File: src/source/bus_config.svh
`ifndef BUS_CONFIG_SVH
`define BUS_CONFIG_SVH

// bus widths
`define WORD_W  32
`define MASK_W  4
`define SRAM_AW 20   // word address into one 4 MB bank
`define BYTE_W  8    // serial data byte

// base sram window
`define BASE_LO 32'h8000_0000
`define BASE_HI 32'h803F_FFFF

// ext sram window
`define EXT_LO  32'h8040_0000
`define EXT_HI  32'h807F_FFFF

// serial register pair, one word apart
`define UART_DATA_ADDR 32'hBFD0_03F8
`define UART_STAT_ADDR 32'hBFD0_03FC

`endif
File: src/source/bus_pkg.sv
`include "bus_config.svh"

package bus_pkg;

    // target of one access
    typedef enum logic [2:0] {
        REG_NONE,        // unmapped, answers zero
        REG_BASE,
        REG_EXT,
        REG_UART_DATA,
        REG_UART_STAT
    } region_e;

    // one byte address, seen whole or split for the sram pins
    typedef union packed {
        logic [`WORD_W-1:0] raw;
        struct packed {
            logic [9:0]          seg;      // window select bits
            logic [`SRAM_AW-1:0] word_idx;
            logic [1:0]          offset;   // byte within word
        } fields;
    } bus_addr_u;

    // request from a core port, also the issued request into a unit
    typedef struct packed {
        logic               re;
        logic               we;
        bus_addr_u          addr;
        logic [`WORD_W-1:0] wdata;
        logic [`MASK_W-1:0] mask;
    } mem_req_t;

    // read response back to a core port
    typedef struct packed {
        logic               rvalid;
        logic [`WORD_W-1:0] rdata;
    } mem_rsp_t;

    // async sram outputs, data pins split into out and enable
    typedef struct packed {
        logic [`SRAM_AW-1:0] addr;
        logic [`WORD_W-1:0]  dout;
        logic                doe;
        logic [`MASK_W-1:0]  be_n;
        logic                ce_n;
        logic                oe_n;
        logic                we_n;
    } sram_pins_t;

endpackage

File: src/source/memory_bus_top.sv
`timescale 1ns/1ns
`include "bus_config.svh"

module memory_bus_top import bus_pkg::*; (
    input  logic               clk_25m_i,
    input  logic               rst_n_i,
    input  mem_req_t           inst_req_i,
    input  mem_req_t           data_req_i,
    output mem_rsp_t           inst_rsp_o,
    output mem_rsp_t           data_rsp_o,
    output logic               stall_o,
    output sram_pins_t         base_pins_o,
    input  logic [`WORD_W-1:0] base_din_i,
    output sram_pins_t         ext_pins_o,
    input  logic [`WORD_W-1:0] ext_din_i,
    output logic               uart_tx_stb_o,
    output logic [`BYTE_W-1:0] uart_tx_data_o,
    input  logic               uart_rx_stb_i,
    input  logic [`BYTE_W-1:0] uart_rx_data_i,
    output logic               irq_o
);

    region_e            inst_region;
    region_e            data_region;
    mem_req_t           base_req;
    mem_req_t           ext_req;
    mem_req_t           uart_req;
    logic [`WORD_W-1:0] base_rdata;
    logic [`WORD_W-1:0] ext_rdata;
    logic [`WORD_W-1:0] uart_rdata;

    addr_decoder decoder (
        .inst_addr_i   (inst_req_i.addr),
        .data_addr_i   (data_req_i.addr),
        .inst_region_o (inst_region),
        .data_region_o (data_region)
    );

    port_arbiter arbiter (
        .clk_25m_i     (clk_25m_i),
        .rst_n_i       (rst_n_i),
        .inst_req_i    (inst_req_i),
        .data_req_i    (data_req_i),
        .inst_region_i (inst_region),
        .data_region_i (data_region),
        .base_req_o    (base_req),
        .ext_req_o     (ext_req),
        .uart_req_o    (uart_req),
        .base_rdata_i  (base_rdata),
        .ext_rdata_i   (ext_rdata),
        .uart_rdata_i  (uart_rdata),
        .inst_rsp_o    (inst_rsp_o),
        .data_rsp_o    (data_rsp_o),
        .stall_o       (stall_o)
    );

    sram_controller base_sram (
        .clk_25m_i (clk_25m_i),
        .rst_n_i   (rst_n_i),
        .req_i     (base_req),
        .rdata_o   (base_rdata),
        .pins_o    (base_pins_o),
        .ram_din_i (base_din_i)
    );

    sram_controller ext_sram (
        .clk_25m_i (clk_25m_i),
        .rst_n_i   (rst_n_i),
        .req_i     (ext_req),
        .rdata_o   (ext_rdata),
        .pins_o    (ext_pins_o),
        .ram_din_i (ext_din_i)
    );

    serial_regs serial (
        .clk_25m_i      (clk_25m_i),
        .rst_n_i        (rst_n_i),
        .req_i          (uart_req),
        .rdata_o        (uart_rdata),
        .uart_tx_stb_o  (uart_tx_stb_o),
        .uart_tx_data_o (uart_tx_data_o),
        .uart_rx_stb_i  (uart_rx_stb_i),
        .uart_rx_data_i (uart_rx_data_i),
        .irq_o          (irq_o)
    );

endmodule

File: src/source/serial_regs.sv
`timescale 1ns/1ns
`include "bus_config.svh"

module serial_regs import bus_pkg::*; (
    input  logic               clk_25m_i,
    input  logic               rst_n_i,
    input  mem_req_t           req_i,
    output logic [`WORD_W-1:0] rdata_o,
    output logic               uart_tx_stb_o,
    output logic [`BYTE_W-1:0] uart_tx_data_o,
    input  logic               uart_rx_stb_i,
    input  logic [`BYTE_W-1:0] uart_rx_data_i,
    output logic               irq_o
);

    logic              stat_sel;
    logic              rx_ready_q;
    logic [`BYTE_W-1:0] rx_data_q;
    logic [1:0]        mode;

    // data and status differ only in address bit 2
    assign stat_sel = req_i.addr.fields.word_idx[0];

    // tx ready is always set, no bit-level transmitter behind it
    assign mode = {rx_ready_q, 1'b1};

    assign uart_tx_stb_o  = req_i.we & ~stat_sel;
    assign uart_tx_data_o = req_i.wdata[`BYTE_W-1:0];

    always_ff @(posedge clk_25m_i) begin
        if (uart_rx_stb_i) begin
            rx_data_q <= uart_rx_data_i;
        end
    end

    always_ff @(posedge clk_25m_i or negedge rst_n_i) begin
        if (!rst_n_i) begin
            rx_ready_q <= 1'b0;
        end else if (uart_rx_stb_i) begin
            rx_ready_q <= 1'b1;          // new byte beats a same-cycle read
        end else if (req_i.re && !stat_sel) begin
            rx_ready_q <= 1'b0;
        end
    end

    always_ff @(posedge clk_25m_i or negedge rst_n_i) begin
        if (!rst_n_i) begin
            rdata_o <= '0;
        end else if (req_i.re) begin
            if (stat_sel) begin
                rdata_o <= {{(`WORD_W-2){1'b0}}, mode};
            end else begin
                rdata_o <= {{(`WORD_W-`BYTE_W){1'b0}}, rx_data_q};
            end
        end
    end

    assign irq_o = rx_ready_q;

endmodule

File: src/source/sram_controller.sv
`timescale 1ns/1ns
`include "bus_config.svh"

module sram_controller import bus_pkg::*; (
    input  logic               clk_25m_i,
    input  logic               rst_n_i,
    input  mem_req_t           req_i,
    output logic [`WORD_W-1:0] rdata_o,
    output sram_pins_t         pins_o,
    input  logic [`WORD_W-1:0] ram_din_i
);

    logic rd;
    logic wr;

    // a write wins if both were ever set
    assign wr = req_i.we;
    assign rd = req_i.re & ~req_i.we;

    // one cycle of strobes per issued request
    always_comb begin
        pins_o.addr = req_i.addr.fields.word_idx;  // byte offset dropped
        pins_o.dout = req_i.wdata;
        pins_o.doe  = wr;                          // drive data only on writes
        pins_o.be_n = ~req_i.mask;
        pins_o.ce_n = ~(rd | wr);
        pins_o.oe_n = ~rd;
        pins_o.we_n = ~wr;
    end

    // read word taken at the end of the access cycle
    always_ff @(posedge clk_25m_i or negedge rst_n_i) begin
        if (!rst_n_i) begin
            rdata_o <= '0;
        end else if (rd) begin
            rdata_o <= ram_din_i;
        end
    end

endmodule

File: src/source/port_arbiter.sv
`timescale 1ns/1ns
`include "bus_config.svh"

module port_arbiter import bus_pkg::*; (
    input  logic               clk_25m_i,
    input  logic               rst_n_i,
    input  mem_req_t           inst_req_i,
    input  mem_req_t           data_req_i,
    input  region_e            inst_region_i,
    input  region_e            data_region_i,
    output mem_req_t           base_req_o,
    output mem_req_t           ext_req_o,
    output mem_req_t           uart_req_o,
    input  logic [`WORD_W-1:0] base_rdata_i,
    input  logic [`WORD_W-1:0] ext_rdata_i,
    input  logic [`WORD_W-1:0] uart_rdata_i,
    output mem_rsp_t           inst_rsp_o,
    output mem_rsp_t           data_rsp_o,
    output logic               stall_o
);

    // who answers a port, and whether it answers at all
    typedef struct packed {
        logic    rd;
        region_e src;
    } ret_tag_t;

    logic     inst_act;
    logic     data_act;
    logic     data_is_sram;
    logic     conflict;
    logic     stall_q;
    mem_req_t base_req_d;
    mem_req_t ext_req_d;
    mem_req_t uart_req_d;
    mem_req_t hold_req_q;      // data request postponed by a conflict
    region_e  hold_region_q;
    ret_tag_t inst_tag_d;
    ret_tag_t data_tag_d;
    ret_tag_t inst_tag_q;      // issue stage
    ret_tag_t data_tag_q;
    ret_tag_t inst_ret_q;      // return stage
    ret_tag_t data_ret_q;

    // ports are ignored while the held request goes out
    assign inst_act     = inst_req_i.re & ~stall_q;
    assign data_act     = (data_req_i.re | data_req_i.we) & ~stall_q;
    assign data_is_sram = (data_region_i == REG_BASE) || (data_region_i == REG_EXT);
    assign conflict     = inst_act & data_act & data_is_sram
                        & (inst_region_i == data_region_i);

    always_comb begin
        base_req_d = '0;
        ext_req_d  = '0;
        uart_req_d = '0;
        inst_tag_d = '0;
        data_tag_d = '0;
        if (stall_q) begin
            // second half of a serialised pair
            if (hold_region_q == REG_BASE) begin
                base_req_d = hold_req_q;
            end else begin
                ext_req_d = hold_req_q;
            end
            data_tag_d.rd  = hold_req_q.re;
            data_tag_d.src = hold_region_q;
        end else begin
            if (inst_act) begin
                inst_tag_d.rd  = 1'b1;   // unmapped fetch still answers zero
                inst_tag_d.src = inst_region_i;
                case (inst_region_i)
                    REG_BASE: base_req_d = inst_req_i;
                    REG_EXT:  ext_req_d  = inst_req_i;
                    default: ;
                endcase
            end
            if (data_act && !conflict) begin
                data_tag_d.rd  = data_req_i.re;
                data_tag_d.src = data_region_i;
                case (data_region_i)
                    REG_BASE:                    base_req_d = data_req_i;
                    REG_EXT:                     ext_req_d  = data_req_i;
                    REG_UART_DATA, REG_UART_STAT: uart_req_d = data_req_i;
                    default: ;                   // unmapped write is dropped
                endcase
            end
        end
    end

    always_ff @(posedge clk_25m_i or negedge rst_n_i) begin
        if (!rst_n_i) begin
            base_req_o <= '0;
            ext_req_o  <= '0;
            uart_req_o <= '0;
            inst_tag_q <= '0;
            data_tag_q <= '0;
            inst_ret_q <= '0;
            data_ret_q <= '0;
            stall_q    <= 1'b0;
        end else begin
            base_req_o <= base_req_d;
            ext_req_o  <= ext_req_d;
            uart_req_o <= uart_req_d;
            inst_tag_q <= inst_tag_d;
            data_tag_q <= data_tag_d;
            inst_ret_q <= inst_tag_q;   // lines up with the unit capture
            data_ret_q <= data_tag_q;
            stall_q    <= conflict;     // exactly one cycle per conflict
        end
    end

    always_ff @(posedge clk_25m_i) begin
        if (conflict) begin
            hold_req_q    <= data_req_i;
            hold_region_q <= data_region_i;
        end
    end

    function automatic logic [`WORD_W-1:0] pick_word(
        input ret_tag_t           tag,
        input logic [`WORD_W-1:0] base_w,
        input logic [`WORD_W-1:0] ext_w,
        input logic [`WORD_W-1:0] uart_w
    );
        case (tag.src)
            REG_BASE:                    return base_w;
            REG_EXT:                     return ext_w;
            REG_UART_DATA, REG_UART_STAT: return uart_w;
            default:                     return '0;
        endcase
    endfunction

    always_comb begin
        inst_rsp_o.rvalid = inst_ret_q.rd;
        inst_rsp_o.rdata  = pick_word(inst_ret_q, base_rdata_i, ext_rdata_i, uart_rdata_i);
        data_rsp_o.rvalid = data_ret_q.rd;
        data_rsp_o.rdata  = pick_word(data_ret_q, base_rdata_i, ext_rdata_i, uart_rdata_i);
    end

    assign stall_o = stall_q;

endmodule

File: src/source/addr_decoder.sv
`timescale 1ns/1ns
`include "bus_config.svh"

module addr_decoder import bus_pkg::*; (
    input  bus_addr_u inst_addr_i,
    input  bus_addr_u data_addr_i,
    output region_e   inst_region_o,
    output region_e   data_region_o
);

    // both sram windows, anything else is unmapped
    function automatic region_e sram_region(input logic [`WORD_W-1:0] addr);
        region_e r;
        r = REG_NONE;
        if (addr >= `BASE_LO && addr <= `BASE_HI) begin
            r = REG_BASE;
        end else if (addr >= `EXT_LO && addr <= `EXT_HI) begin
            r = REG_EXT;
        end
        return r;
    endfunction

    // fetches only ever come from sram
    always_comb begin
        inst_region_o = sram_region(inst_addr_i.raw);
    end

    always_comb begin
        data_region_o = sram_region(data_addr_i.raw);
        if (data_addr_i.raw == `UART_DATA_ADDR) begin
            data_region_o = REG_UART_DATA;
        end else if (data_addr_i.raw == `UART_STAT_ADDR) begin
            data_region_o = REG_UART_STAT;
        end
    end

endmodule

File: config.mk
export PLATFORM = sky130hd
export DESIGN_NAME = memory_bus_top
export DESIGN_NICKNAME = d
export VERILOG_FILES = /design/src/source/bus_pkg.sv /design/src/source/memory_bus_top.sv /design/src/source/serial_regs.sv /design/src/source/sram_controller.sv /design/src/source/port_arbiter.sv /design/src/source/addr_decoder.sv
export VERILOG_INCLUDE_DIRS = /design/src /design/src/source
export SDC_FILE = /design/constraint.sdc
export NUM_CORES = 1
export LEC_CHECK = 0
export BUFFER_PORTS_ARGS = -buffer_cell sky130_fd_sc_hd__buf_4
export CORE_AREA = 2 2 222 224
export CTS_BUF_LIST = sky130_fd_sc_hd__clkbuf_2 sky130_fd_sc_hd__clkbuf_4 sky130_fd_sc_hd__clkbuf_8
export DETAILED_ROUTE_END_ITERATION = 10
export DIE_AREA = 0 0 224 226
export GPL_TIMING_DRIVEN = 1
export MAX_ROUTING_LAYER = met4
export PLACE_DENSITY_LB_ADDON = 0.15
export SETUP_SLACK_MARGIN = 0.02
export SYNTH_ARGS = -nofsm -noshare
export SYNTH_HDL_FRONTEND = slang
export SYNTH_SLANG_ARGS = --single-unit
File: constraint.sdc
create_clock -name clk_25m_i -period 9.3 [get_ports clk_25m_i]
set_clock_uncertainty 0.2 [all_clocks]
set_input_delay 0.93 -clock clk_25m_i [delete_from_list [all_inputs] [get_ports clk_25m_i]]
set_output_delay 0.93 -clock clk_25m_i [all_outputs]
set_load 0.03 [all_outputs]
==> flow_summary.yaml <==
outcome:
  status: "finished, final reports clean"
clock_tree:
  clock_latency_ps: 630
  tritoncts: "yes"
  clk_pin_slew_worst_paths_ps: 60
  numCtsBuffers: 53
  cts_max_path_buffers: 3
  htreeDepth: 2
  clock_sinks: 284
  cts_root_buf: "clkbuf_8"
  cts_resized: 0
  post_cts_buffers: 0
  hold_buffers: 0
global_routing:
  grt_max_degree: 92
  grt_pass1_vias: 10110
  antenna_found_initial: 5
  grt_overflow: 0
  grt_pass1_wl_mm: 64.67
  grt_use_total: 0.1756
finish:
  nets: 1581
  drive_above_1_share: 0.4475
  nFillCells: 4832
  final_cell_mix: "427 x buf_4, 214 x dfrtp_1, 109 x nand2_1, 80 x mux2_2, 75 x a32oi_1"
  register_area_sq_mm: 0.007456
  multi_input_area_sq_mm: 0.004207
  area_growth_pct: 31.39
  layout_commonest_cell: "buf_4"
routing:
  wl_mm: 44.19
  drcViolationCount: 0
  wl_per_cell_microns: 21.69
  firstDrtPassIters: 5
  vias_per_cell: 4.812
  first_iter_violations: 555
  ant_nets: 0
  via_count: 9802
die:
  rows: 81
  dieArea_sq_mm: 0.05062
  top_level_ports: 412
  core_area_sq_mm: 0.04834
  start_util: 0.2658
  die_width_microns: 224
  die_height_microns: 226
logic_synthesis:
  synth-edff-count: 69
  ys_seq_area_frac: 0.5799
  syn-num-nets: 1296
  async_flop_share: 0.7570
  synth_area_sq_mm: 0.01285
  synth_area_per_cell_sq_um: 11.89
  synth_flop_cell: "dfrtp_1"
  yosysWarnings: 0
  synthDistinctLibCells: 49
  synthCells: 1081
  ys_seq_elements: 284
worst_setup_path:
  cp_common_cell: "buf_4"
  crit_family: "simple AND/OR/NAND/NOR gates"
  crit_path_cell_trace: "nor2b_1 -> nor2b_2 -> buf_4 -> a22o_1 -> buf_4"
  critPathMaxFanout: 24
  crit_path_end_kind: "primary output"
  crit_type: "flip-flop to primary output"
  crit_path_start: "arbiter.data_ret_q[1]$_DFF_PN0_"
  critPathBufInv: 2
  cp-start-kind: "flip-flop"
  crit_slowest_cell: "dfrtp_1"
  cp.arrival_ps: 2940
  rr_startpoint: "arbiter.stall_o$_DFF_PN0_"
  critPathRequiredTime_ps: 8170
  max_stage_delay_ps: 660
timing:
  setup_tns_ps: 0
  setup_viol: 0
  worstMarginPinSlew_ps: 1032
  slew_violations: 0
  slew_headroom: 0.3106
  whs_ps: 120.0
  rsz0062_at_grt: "false"
  hold_viol_final: 0
  timing.fmax_ghz: 0.2457
  period_needed_ps: 4070
  fin_crit_sh: 0.4376
placement:
  place.gp.congestion: 0.7865
  dpl.hpwl_mm: 28.49
  io_buffers: 409
power_and_ir_drop:
  p_per_area_mw_per_mm2: 161.4
  p_leak_nw: 8.086
  max-vdd-ir-drop_uv: 89.83
  swShare: 0.2309
  clkPwrFrac: 0.472
  seqPwrFrac: 0.477
  p_comb_frac: 0.050
  intPower_mw: 2.096
  switchingPower_mw: 0.6290
flow_run:
  drv_cap: 0
min_path:
  hold_path.class: "input pin to asynchronous set/reset pin"
## layout make-up
class,count,share of cell area
Sequential cell,284,0.4416
Multi-Input combinational cell,577,0.2491
Timing Repair Buffer,428,0.1908
Clock buffer,87,0.06129
Tap cell,622,0.04609
Clock inverter,12,0.005484
Inverter,22,0.004891
Antenna cell,5,0.0007411
## worst paths after layout
check	slack (ps)	depth (start not counted)	end
hold reg to reg	150	0	arbiter.data_rsp_o[32]$_DFF_PN0_
setup / recovery	5230	5	data_rsp_o[29]
min in group clk_25m_i	150	0	arbiter.data_rsp_o[32]$_DFF_PN0_
max in group asynchronous	7270	2	arbiter.stall_o$_DFF_PN0_
hold / removal	120	1	arbiter.uart_req_o[6]$_DFF_PN0_
setup reg to reg	6280	7	arbiter.base_req_o[7]$_DFF_PN0_
## worst register-to-register path, stage by stage (launching register included)
cell,delay (ps)
dfrtp_4,690
nand2b_1,380
nor3_1,310
nand3b_1,230
o21ai_1,460
nor2_2,50
buf_4,240
a221o_1,340
## registers in the layout, indices dropped and copies added, names as in the netlist, 4 cells and up
name	count
base_sram.rdata_o	32
serial.rx_data_q	8
arbiter.base_req_o	58
ext_sram.rdata_o	32
arbiter.hold_req_q	58
arbiter.data_tag_q	4
serial.rdata_o	8
arbiter.ext_req_o	58
arbiter.uart_req_o	11
## power by group through the flow
| stage | clock network (mW) | logic, mW | registers, mW |
|---|---|---|---|
| 5_1_grt | 1.39 | 0.151 | 1.30 |
| 3_3_place_gp | 0 | 0.138 | 1.32 |
| 2_1_floorplan | 0 | 0.0272 | 1.32 |
| 3_5_place_dp | 0 | 0.140 | 1.32 |
| 6_report | 1.29 | 0.137 | 1.30 |
| 4_1_cts | 1.34 | 0.140 | 1.30 |
## Yosys cell counts (10+ instances only)
| cell | number | area [sq um] |
|---|---|---|
| buf_4 | 116 | 870.8 |
| nand3_1 | 19 | 95.09 |
| a21o_1 | 27 | 202.7 |
| mux2_2 | 80 | 900.9 |
| nor2_1 | 23 | 86.33 |
| a32oi_1 | 75 | 656.9 |
| clkbuf_1 | 72 | 270.3 |
| edfxtp_1 | 69 | 2072 |
| o211ai_1 | 12 | 90.09 |
| a32o_1 | 20 | 200.2 |
| buf_2 | 10 | 50.05 |
| o21ai_0 | 71 | 355.3 |
| dfrtp_1 | 215 | 5380 |
| a22o_1 | 56 | 490.5 |
| nand2_1 | 110 | 412.9 |
| inv_1 | 22 | 82.58 |
## per-layer routing
metal  wire length (microns)  track usage
met3                    3391      0.05347
met4                    1459      0.06860
met2                   21120       0.2784
met1                   18220       0.2095
met5                       0            -
## kinds of logic after synthesis
logic type,synth area share
buffers and inverters,0.09912
XOR/XNOR,0.0006817
AO/OA/AOI/OAI,0.1708
flip-flops,0.5799
AND/OR/NAND/NOR,0.07858
multiplexers,0.07089
## per-stage QoR
stage	total power [mW]	area, sq um	util	std cells	setup WS, ps
2_1_floorplan	1.349	12860	-	1081	3110
3_3_place_gp	1.461	15740	0.3257	1933	4894
3_5_place_dp	1.464	15740	0.3257	1933	4885
4_1_cts	2.784	16870	0.3490	2032	5162
5_1_grt	2.846	16880	0.3493	2037	5042
6_report	2.724	16880	0.3493	2037	5230
(Power assumes the default switching activity.)
